[config.mk]
export PLATFORM = sky130hd
export DESIGN_NAME = fetch_frontend
export DESIGN_NICKNAME = d
export VERILOG_FILES = /design/src/fetch_pkg.sv /design/src/fetch_frontend.sv /design/src/ooo_fetch_stage.sv /design/src/branch_predictor.sv /design/src/fetch_hazard_unit.sv
export VERILOG_INCLUDE_DIRS = /design/src
export SDC_FILE = /design/constraint.sdc
export NUM_CORES = 1
export LEC_CHECK = 0
export ABC_AREA = 0
export BUFFER_PORTS_ARGS = -buffer_cell sky130_fd_sc_hd__clkbuf_2
export CAP_MARGIN = 20
export CORE_MARGIN = 1
export CORE_UTILIZATION = 65
export DETAILED_ROUTE_END_ITERATION = 6
export PLACE_DENSITY = 0.85
export SYNTH_ARGS = -nofsm -noshare
export SYNTH_HDL_FRONTEND = slang
export SYNTH_SLANG_ARGS = --single-unit
export TNS_END_PERCENT = 100
[constraint.sdc]
create_clock -name CLK -period 6.9 [get_ports CLK]
set_input_delay 0.345 -clock CLK [delete_from_list [all_inputs] [get_ports CLK]]
set_output_delay 0.345 -clock CLK [all_outputs]
set_load 0.005 [all_outputs]
[src/fetch_params.svh]
`ifndef FETCH_PARAMS_SVH
`define FETCH_PARAMS_SVH

// boot vector, also where halt sends fetch
`define RESET_PC 32'h80000000

// btb depth, must be a power of two
`define BTB_ENTRIES 16

// byte order of the instruction bus
// "little" swaps bytes on the way in, "big" passes rdata through
`define BUS_ENDIANNESS "little"

`endif
[src/fetch_pkg.sv]
package fetch_pkg;

  // one machine word
  typedef logic [31:0] word_t;

  // instruction bus request, read only
  typedef struct packed {
    word_t      addr;
    logic       ren;
    logic [3:0] byte_en;
  } imem_req_t;

  // instruction bus response
  // rdata valid in any cycle with busy low
  typedef struct packed {
    word_t rdata;
    logic  busy;
  } imem_rsp_t;

  // fetch/decode latch contents
  typedef struct packed {
    logic  token;
    word_t pc;
    word_t pc4;
    word_t instr;
    logic  prediction;
    logic  mal_insn;
    logic  fault_insn;
  } fetch_decode_t;

  // redirect request, branch/jump or privileged
  typedef struct packed {
    logic  valid;
    word_t target;
  } redirect_t;

  // predictor answer for the current pc
  typedef struct packed {
    logic  predict_taken;
    word_t target_addr;
  } predict_t;

  // training strobe from execute
  typedef struct packed {
    logic  valid;
    word_t pc;
    word_t target;
    logic  taken;
  } btb_update_t;

  // hazard unit decisions for fetch
  typedef struct packed {
    logic pc_en;
    logic stall;
    logic if_id_flush;
  } hazard_ctrl_t;

endpackage

[src/fetch_frontend.sv]
`timescale 1ns/1ns

module fetch_frontend (
  input  logic                     CLK,
  input  logic                     nRST,
  input  logic                     halt,
  input  logic                     decode_stall,
  input  fetch_pkg::redirect_t     brj_redirect,
  input  fetch_pkg::redirect_t     priv_redirect,
  input  fetch_pkg::btb_update_t   btb_update,
  input  fetch_pkg::imem_rsp_t     imem_rsp,
  output fetch_pkg::imem_req_t     imem_req,
  output fetch_pkg::fetch_decode_t fetch_out
);

  // pc from fetch into the btb
  fetch_pkg::word_t        current_pc;
  // same-cycle btb answer
  fetch_pkg::predict_t     predict;
  // hazard decisions into fetch
  fetch_pkg::hazard_ctrl_t hazard;

  ooo_fetch_stage fetch0 (
    .CLK          (CLK),
    .nRST         (nRST),
    .halt         (halt),
    .hazard       (hazard),
    .brj_redirect (brj_redirect),
    .priv_redirect(priv_redirect),
    .predict      (predict),
    .current_pc   (current_pc),
    .imem_req     (imem_req),
    .imem_rsp     (imem_rsp),
    .fetch_out    (fetch_out)
  );

  branch_predictor btb0 (
    .CLK       (CLK),
    .nRST      (nRST),
    .current_pc(current_pc),
    .predict   (predict),
    .btb_update(btb_update)
  );

  fetch_hazard_unit hazard0 (
    .imem_busy          (imem_rsp.busy),
    .decode_stall       (decode_stall),
    .brj_redirect_valid (brj_redirect.valid),
    .priv_redirect_valid(priv_redirect.valid),
    .hazard             (hazard)
  );

endmodule

[src/ooo_fetch_stage.sv]
`timescale 1ns/1ns
`include "fetch_params.svh"

module ooo_fetch_stage (
  input  logic                     CLK,
  input  logic                     nRST,
  input  logic                     halt,
  input  fetch_pkg::hazard_ctrl_t  hazard,
  input  fetch_pkg::redirect_t     brj_redirect,
  input  fetch_pkg::redirect_t     priv_redirect,
  input  fetch_pkg::predict_t      predict,
  output fetch_pkg::word_t         current_pc,
  output fetch_pkg::imem_req_t     imem_req,
  input  fetch_pkg::imem_rsp_t     imem_rsp,
  output fetch_pkg::fetch_decode_t fetch_out
);

  localparam fetch_pkg::word_t RESET_PC = `RESET_PC;
  // string compare on the define, resolved at elaboration
  localparam bit SWAP_BYTES = (`BUS_ENDIANNESS == "little");

  fetch_pkg::word_t pc_q;
  fetch_pkg::word_t pc4;
  fetch_pkg::word_t next_pc;
  fetch_pkg::word_t instr;
  logic             mal_addr;
  logic             pc_load;

  assign pc4        = pc_q + 32'd4;
  assign current_pc = pc_q;
  // only word aligned fetches are legal
  assign mal_addr   = (pc_q[1:0] != 2'b00);

  // bus request straight off the pc
  assign imem_req.addr    = pc_q;
  assign imem_req.ren     = ~halt;
  assign imem_req.byte_en = 4'b1111;

  // endian handling
  always_comb begin
    if (SWAP_BYTES) begin
      instr = {imem_rsp.rdata[7:0], imem_rsp.rdata[15:8],
               imem_rsp.rdata[23:16], imem_rsp.rdata[31:24]};
    end else begin
      instr = imem_rsp.rdata;
    end
  end

  // next pc, privileged first, then execute, then btb
  always_comb begin
    if (priv_redirect.valid) begin
      next_pc = priv_redirect.target;
    end else if (brj_redirect.valid) begin
      next_pc = brj_redirect.target;
    end else if (predict.predict_taken) begin
      next_pc = predict.target_addr;
    end else begin
      next_pc = pc4;
    end
  end

  // privileged redirect moves the pc even under back-pressure
  assign pc_load = (hazard.pc_en & ~hazard.stall) | priv_redirect.valid;

  // program counter
  always_ff @(posedge CLK, negedge nRST) begin
    if (!nRST) begin
      pc_q <= RESET_PC;
    end else if (halt) begin
      pc_q <= RESET_PC;
    end else if (pc_load) begin
      pc_q <= next_pc;
    end
  end

  // fetch/decode latch
  always_ff @(posedge CLK, negedge nRST) begin
    if (!nRST) begin
      fetch_out <= '0;
    end else if (halt) begin
      // instr left as is, token already marks it dead
      fetch_out.token      <= 1'b0;
      fetch_out.pc         <= '0;
      fetch_out.pc4        <= '0;
      fetch_out.prediction <= 1'b0;
      fetch_out.mal_insn   <= 1'b0;
      fetch_out.fault_insn <= 1'b0;
    end else if (hazard.if_id_flush && hazard.pc_en) begin
      // kill the wrong-path word
      fetch_out.token      <= 1'b0;
      fetch_out.instr      <= '0;
      fetch_out.prediction <= 1'b0;
      fetch_out.mal_insn   <= 1'b0;
      fetch_out.fault_insn <= 1'b0;
    end else if (hazard.pc_en && !hazard.stall) begin
      fetch_out.token      <= 1'b1;
      fetch_out.pc         <= pc_q;
      fetch_out.pc4        <= pc4;
      fetch_out.instr      <= instr;
      fetch_out.prediction <= predict.predict_taken;
      fetch_out.mal_insn   <= mal_addr;
      // no access faults from this bus
      fetch_out.fault_insn <= 1'b0;
    end
  end

  // halt always lands fetch back on the boot vector
  a_halt_reset_pc : assert property (
    @(posedge CLK) disable iff (!nRST)
    halt |=> (current_pc == RESET_PC)
  );

  // a busy bus never yields a new latch entry
  a_no_token_while_busy : assert property (
    @(posedge CLK) disable iff (!nRST)
    imem_rsp.busy |=> !$rose(fetch_out.token)
  );

endmodule

[src/branch_predictor.sv]
`timescale 1ns/1ns
`include "fetch_params.svh"

module branch_predictor (
  input  logic                   CLK,
  input  logic                   nRST,
  input  fetch_pkg::word_t       current_pc,
  output fetch_pkg::predict_t    predict,
  input  fetch_pkg::btb_update_t btb_update
);

  localparam int ENTRIES    = `BTB_ENTRIES;
  localparam int INDEX_BITS = $clog2(ENTRIES);
  // pc bits above the index, bits 1:0 dropped
  localparam int TAG_BITS   = 30 - INDEX_BITS;

  // one btb line, valid bit kept apart for reset
  typedef struct packed {
    logic [TAG_BITS-1:0] tag;
    fetch_pkg::word_t    target;
    logic [1:0]          cnt;
  } btb_entry_t;

  btb_entry_t           btb_q [ENTRIES];
  logic [ENTRIES-1:0]   valid_q;

  logic [INDEX_BITS-1:0] rd_idx;
  logic [TAG_BITS-1:0]   rd_tag;
  logic                  rd_hit;
  logic [INDEX_BITS-1:0] wr_idx;
  logic [TAG_BITS-1:0]   wr_tag;
  logic                  wr_hit;
  logic [1:0]            wr_cnt;

  // lookup side
  assign rd_idx = current_pc[INDEX_BITS+1:2];
  assign rd_tag = current_pc[31:INDEX_BITS+2];
  assign rd_hit = valid_q[rd_idx] && (btb_q[rd_idx].tag == rd_tag);

  // taken only on a hit with counter in the upper half
  assign predict.predict_taken = rd_hit && btb_q[rd_idx].cnt[1];
  assign predict.target_addr   = btb_q[rd_idx].target;

  // update side
  assign wr_idx = btb_update.pc[INDEX_BITS+1:2];
  assign wr_tag = btb_update.pc[31:INDEX_BITS+2];
  assign wr_hit = valid_q[wr_idx] && (btb_q[wr_idx].tag == wr_tag);

  // new counter value
  always_comb begin
    if (!wr_hit) begin
      // fresh entry starts weakly biased
      wr_cnt = btb_update.taken ? 2'd2 : 2'd1;
    end else if (btb_update.taken) begin
      wr_cnt = (btb_q[wr_idx].cnt == 2'd3) ? 2'd3 : btb_q[wr_idx].cnt + 2'd1;
    end else begin
      wr_cnt = (btb_q[wr_idx].cnt == 2'd0) ? 2'd0 : btb_q[wr_idx].cnt - 2'd1;
    end
  end

  // valid bits
  always_ff @(posedge CLK, negedge nRST) begin
    if (!nRST) begin
      valid_q <= '0;
    end else if (btb_update.valid) begin
      valid_q[wr_idx] <= 1'b1;
    end
  end

  // table body, written on the update strobe
  always_ff @(posedge CLK) begin
    if (btb_update.valid) begin
      btb_q[wr_idx].tag    <= wr_tag;
      btb_q[wr_idx].target <= btb_update.target;
      btb_q[wr_idx].cnt    <= wr_cnt;
    end
  end

  // execute only trains on word aligned branch pcs
  a_update_aligned : assert property (
    @(posedge CLK) disable iff (!nRST)
    btb_update.valid |-> (btb_update.pc[1:0] == 2'b00)
  );

endmodule

[src/fetch_hazard_unit.sv]
`timescale 1ns/1ns

module fetch_hazard_unit (
  input  logic                    imem_busy,
  input  logic                    decode_stall,
  input  logic                    brj_redirect_valid,
  input  logic                    priv_redirect_valid,
  output fetch_pkg::hazard_ctrl_t hazard
);

  logic any_redirect;

  // either redirect kills the word in flight
  assign any_redirect = brj_redirect_valid | priv_redirect_valid;

  // pc may advance only once the bus has answered
  assign hazard.pc_en = ~imem_busy;

  // decode back-pressure passes through as the stall
  assign hazard.stall = decode_stall;

  // latch flush request, fetch qualifies it with pc_en
  assign hazard.if_id_flush = any_redirect;

  // both redirects at once on a busy bus would lose the branch target
  always_comb begin
    a_redirect_collision : assert final (
      !(imem_busy && priv_redirect_valid && brj_redirect_valid)
    ) else $error("privileged and branch redirect together while bus busy");
  end

endmodule

# == After elaboration in Yosys (flattened, before gate mapping) ==
# Memory sizes are Yosys's and may differ from the RTL's.
# Index checks and enable logic that the tools add are counted.
# classes
div_mod_pow,0
addsub,3
eq_ne,4
multipliers,0
order_cmp,3
n_reduce_logical,15
n_shift,0
n_bitwise,7
muxes,24
# ops
cell,n
$mux 32,5
$mux 100,1
$mux 65,1
$mux 64,1
$eq 26x26->1,2
$mux 35,1
$add 32x3->32 const B,1
$or 16x16->16,1
$lt 4x5->1 const B,2
$mux 2,5
$bmux 1 s4,2
$reduce_bool 2->1,4
$logic_and 1x1->1,6
$mux 1,6
$demux 1 s4,1
$ge 4x1->1 const B,1
$reduce_and 2->1,2
$mux 3,1
$not 1->1,3
$reduce_bool 3->1,1
$add 2x1->2 const B,1
$eq 2x2->1 const B,1
$logic_not 2->1,1
$ne 2x2->1 const B,1
4 further kinds,5
# word_totals
wordCells,66
latch_bits,0
in_bits,169
rom_bits,0
mem_count,1
ram_bits,960
output_inout_bits,137
reg_bits,148
# memory_table
name,words,width,read_ports,rd_ports_with_merged_regs,wr,line_no,text
btb0.btb_q,16,60,2,0,1,branch_predictor.sv:24,btb_entry_t btb_q [ENTRIES];

# == Logic depth before layout (Yosys ltp) ==
# depth
depth_word,9
mapped_depth,17
depth_no_buf,9

# == Hierarchy ==
# From an unflattened synthesis, not the netlist that was laid out.
# hier_totals
cells_unflattened,2525
area_unflattened_um2,47843.4
# by_module_without_submodules
mod,area_each_um2,cells_per_inst,n_inst
branch_predictor,41219.5,1860,1
ooo_fetch_stage,6598.8,661,1
fetch_hazard_unit,25.0,4,1

# == Least setup slack after synthesis ==
# OpenSTA, ideal clock, no wires.
# synth_path
kind,input port to flip-flop
start,input port btb_update[38] (netlist bit)
end,register btb0.valid_q[4]
arrival_ps,6765
required_ps,6810
stages,8
n_path_buf,4
slack_ps,44
setup_ps,90
path_cell_list,clkbuf_1 > inv_1 > buf_1 > buf_1 > clkbuf_1 > nand3_1 > nor3_1 > or2_2
# synth_between
elab_chain_len,5
word_cells_on_any_way,6
classes_between,order compare: 2; mux: 2; bitwise: 1; reduce/logical: 1
# synth_rtl
element,line_no,text
start: declaration,fetch_frontend.sv:10,"input fetch_pkg::btb_update_t btb_update,"
$lt 4x5->1 (implied by the code) or $ge 4x1->1 (tied branches),branch_predictor.sv:66,valid_q[wr_idx] <= 1'b1;
$logic_and 1x1->1 (implied by the code),branch_predictor.sv:66,
$mux 1 (implied by the code),branch_predictor.sv:66,
$demux 1 s4 (*),-,
$or 16x16->16 (no source line) (*),-,
end signal: assignment,branch_predictor.sv:64,valid_q <= '0;
end signal: indexed assignment,branch_predictor.sv:66,
end: declaration,branch_predictor.sv:25,logic [ENTRIES-1:0] valid_q;
# Mark *: on every way between the ends. The rest lies on a longest branch, timed or not.
# A chain may end at the register's enable or synchronous reset.

# == Worst setup path after layout ==
# layout_path
start,"register fetch0.pc_q[2], in the netlist fetch0.current_pc[2]"
end,"register fetch0.pc_q[17], in the netlist fetch0.current_pc[17]"
# layout_between
elab_chain_len,9
word_cells_on_any_way,12
classes_between,add/sub: 1; eq/ne: 1; mux: 7; reduce/logical: 2; memory: 1
# layout_rtl
element,line_no,text
start: declaration,ooo_fetch_stage.sv:22,fetch_pkg::word_t pc_q;
start signal: assignment,ooo_fetch_stage.sv:72,pc_q <= next_pc;
$mem_v2 16x60 or $bmux 1 s4 (tied branches),-,
$eq 26x26->1 or $mux 1 (tied branches),branch_predictor.sv:38,assign rd_hit = valid_q[rd_idx] && (btb_q[rd_idx].tag == rd_tag);
$logic_and 1x1->1,branch_predictor.sv:38,
$logic_and 1x1->1,branch_predictor.sv:41,assign predict.predict_taken = rd_hit && btb_q[rd_idx].cnt[1];
$mux 32 (*),ooo_fetch_stage.sv:55,end else if (predict.predict_taken) begin
$mux 32 (*),ooo_fetch_stage.sv:53,end else if (brj_redirect.valid) begin
$mux 32 (*),ooo_fetch_stage.sv:51,if (priv_redirect.valid) begin
$mux 32 (*),ooo_fetch_stage.sv:71,end else if (pc_load) begin
$mux 32 (*),ooo_fetch_stage.sv:69,end else if (halt) begin
# Mark *: on every way between the ends. The rest lies on a longest branch, timed or not. The select of a mux whose other input is x is not followed.

==> run_results.csv <==
group,metric,value,unit
detailed_routing,ant_nets,0,
placed_design,routabilityCongestion,0.966,
timing,max_slew.worst_pin.slew,1.16,ns
pwr,power.density,285,mW/mm²
clock_tree,htreeDepth,3,
layout,drive_above_1_share,0.325,
synthesis,yosys.area.top_type,"edfxtp_1",
layout,nFillCells,3833,
synthesis,ys.flop_type,"edfxtp_1",
placed_design,hpwl,85.0,mm
worst_setup_path,critPathKind,"flop to flop",
timing,drv_slew,0,
synthesis,seq_area_frac_synth,0.679,
clock_tree,clockBufferDepth,3,
floorplanning,ios,306,
global_route,grt_pass1_vias,30000,
clock_tree,clk_pin_slew,0.07,ns
timing,period_minus_slack,5.66,ns
pwr,total_leakage_power,0.0185,µW
detailed_routing,route.vias.total,30100,
worst_setup_path,r2r_start,"fetch0.current_pc[2]$_DFFE_PN0P_",
global_route,overflow,0,
pwr,clockPowerShare,0.379,
detailed_routing,avgViaCountPerCell,7.60,
synthesis,synth_cell_types,76,
synthesis,synth_area,0.0478,mm²
min_path,holdCritPathClass,"primary input to flop",
timing,rsz0062_at_grt,"false",
clock_tree,cts_inserted_buffers,106,
clock_tree,clock-root-buffer,"clkbuf_16",
synthesis,synth.avg_cell_area,18.6,µm²
pwr,p_sw,3980,µW
global_route,grt_max_degree,88,
timing,period_share,0.820,
layout,area_growth_syn_to_layout,13.7,%
floorplanning,start_util,0.657,
synthesis,synthCells,2575,
timing,setup_violations,0,
timing,relSlewSlack,0.228,
clock_tree,cts_tree,"done",
layout,fin_cells,3958,
placed_design,placedCellCount,3713,
pwr,peakVddDrop,226,µV
timing,hold_viol,0,
timing,fmax,0.177,GHz
layout,nNetsFinal,3071,
synthesis,yosys_warnings,0,
global_route,gr-usage-all-layers,0.397,
detailed_routing,drt_wl_total,147,mm
global_route,grt_pass1_wl,208,mm
worst_setup_path,cp-end-kind,"flop",
detailed_routing,dr.pass1.iters,6,
synthesis,synth.area.top_cells,"edfxtp_1 60%, mux4_2 17%, dfrtp_1 7.5%",
pwr,internal-power,11500,µW
timing,setup_tns,0,ns
clock_tree,clkLatencyLatePin,0.70,ns
min_path,hold_start,"imem_rsp[0]",
worst_setup_path,worst-path-max-fanout,54,
synthesis,ys_ff_latch,1105,
clock_tree,ctsResizeCount,0,
worst_setup_path,arrival,6.23,ns
pwr,pwr-share-comb,0.128,
detailed_routing,dr.first_iter.drc_count,5477,
run_status,status,"complete, no violations",
floorplanning,die_h,273,µm
detailed_routing,drc,0,
synthesis,yosys.area.top_type_share,0.603,
detailed_routing,wire_per_inst,37.2,µm
worst_setup_path,crit_start,"fetch0.current_pc[2]$_DFFE_PN0P_",
run,drv_cap,0,
synthesis,async_reset_ff_frac,0.131,
pwr,p_seq_frac,0.493,
floorplanning,num_rows,99,
worst_setup_path,required,7.48,ns
worst_setup_path,critPathLaunchType,"flop",
floorplanning,die-area,0.0747,mm²
pwr,swShare,0.257,
floorplanning,die_x,273,µm
floorplanning,coreArea,0.0728,mm²
global_route,grt_antenna_before_repair,13,
placed_design,port-buffer-count,298,
synthesis,synth_edf_count,960,
timing,skew,0.0471,ns
clock_tree,clock-sinks,1105,
==> cell usage after synthesis (25+ instances only) <==
library cell  count
o22ai_1          41
a22o_1           58
nand3_1          25
xnor2_1          55
inv_1            40
dfrtp_1         144
nor2_1           67
mux2i_1          72
mux4_2          371
nand2_1         115
buf_2            45
o21ai_0          75
clkbuf_1         87
a21oi_1          31
edfxtp_1        960
==> flip-flops by register name, summed over array words and instances, names as in the netlist <==
name / cells
btb0.valid_q: 16
btb0.btb_q: 960
fetch0.current_pc: 32
fetch0.fetch_out: 97
==> kinds of logic (layout without fill, tap and decap cells) <==
group,after synthesis,count (layout),share of synthesized area
buffers and inverters,219,634,0.0207
AOI/OAI and AO/OA,359,359,0.0547
adders and majority gates,1,1,0.000262
DFF,1105,1105,0.679
muxes,467,467,0.195
other,2,11,0.000157
xor gates and xnor gates,75,75,0.0137
and+or+nand+nor,347,347,0.0364
==> placed cells by master, fill, tap and decap left out, types with 30 or more instances in the layout <==
cell,netlist,routed
clkbuf_2,0,295
a21oi_1,31,30
xnor2_1,55,55
o21ai_0,75,75
edfxtp_1,960,960
mux2i_1,72,72
inv_1,40,39
dfrtp_1,144,141
buf_4,17,44
mux4_2,371,371
clkbuf_16,0,107
dlygate4sd3_1,0,34
nand2_1,115,115
o22ai_1,41,41
a22o_1,58,58
nor2_1,67,54
==> critical path, stage by stage (launching register included) <==
cell and delay, ns:
dfrtp_4 1.05, buf_12 0.44, mux4_2 0.57, mux2i_1 0.41
o22ai_1 0.14, a2111oi_0 0.42, a31oi_1 0.20, a2111oi_4 0.75
nand3_4 0.66, or3_1 0.57, a32o_1 0.27
==> path summary, 6_finish.rpt <==
kind | cells past startpoint | slack (ns) | endpoint
hold reg to reg | 2 | 0.49 | fetch0.fetch_out[64]$_DFFE_PN0P_
min in group asynchronous | 2 | 0.23 | fetch0.fetch_out[24]$_DFFE_PN0P_
hold / removal | 2 | 0.01 | fetch0.fetch_out[2]$_DFFE_PN0P_
setup / recovery | 10 | 1.24 | fetch0.current_pc[17]$_DFFE_PN0P_
max in group asynchronous | 3 | 5.06 | fetch0.current_pc[3]$_DFFE_PN0P_
setup reg to reg | 10 | 1.24 | fetch0.current_pc[17]$_DFFE_PN0P_
==> stage by stage <==
step | setup WS [ns] | util | hold WS, ns | total power [µW] | instance area [µm²]
after global placement | 1.52 | 0.692 | 0.370 | 9570 | 50400
after global routing | 1.13 | 0.747 | 0.0252 | 15800 | 54400
after CTS | 1.39 | 0.745 | 0.00349 | 15400 | 54300
after floorplan | 0.0445 | - | 0.0494 | 8890 | 47800
after detailed placement | 1.39 | 0.692 | 0.386 | 9630 | 50400
final | 1.24 | 0.747 | 0.0121 | 15500 | 54400
==> final cells by class <==
cell class	instances	area, µm²	share of cell area
Clock inverter	64	652	0.0120
Tap cell	959	1200	0.0221
Antenna cell	6	15.0	0.000276
Multi-Input combinational cell	1254	14500	0.267
Inverter	41	156	0.00288
Timing Repair Buffer	393	2540	0.0467
Clock buffer	136	2840	0.0522
Sequential cell	1105	32500	0.597
==> what timing repair did <==
| action | CTS | global route |
|---|---|---|
| hold endpoints to repair | 104 | 0 |
| buffers inserted | 0 | 0 |
| hold buffers | 34 | 0 |
==> power groups by stage <==
stage	Sequential [µW]	Clock (µW)	Combinational (µW)
2_1_floorplan	7660	0	1230
3_3_place_gp	7750	0	1820
3_5_place_dp	7770	0	1860
4_1_cts	7640	5850	1910
5_1_grt	7650	6100	2050
6_report	7650	5880	1990
==> metal layers <==
layer / share of wire / global-route usage
met5: 0.00070 / 0
met4: 0.063 / 0.211
met3: 0.15 / 0.126
met2: 0.46 / 0.604
met1: 0.32 / 0.520
(Power assumes the default switching activity.)
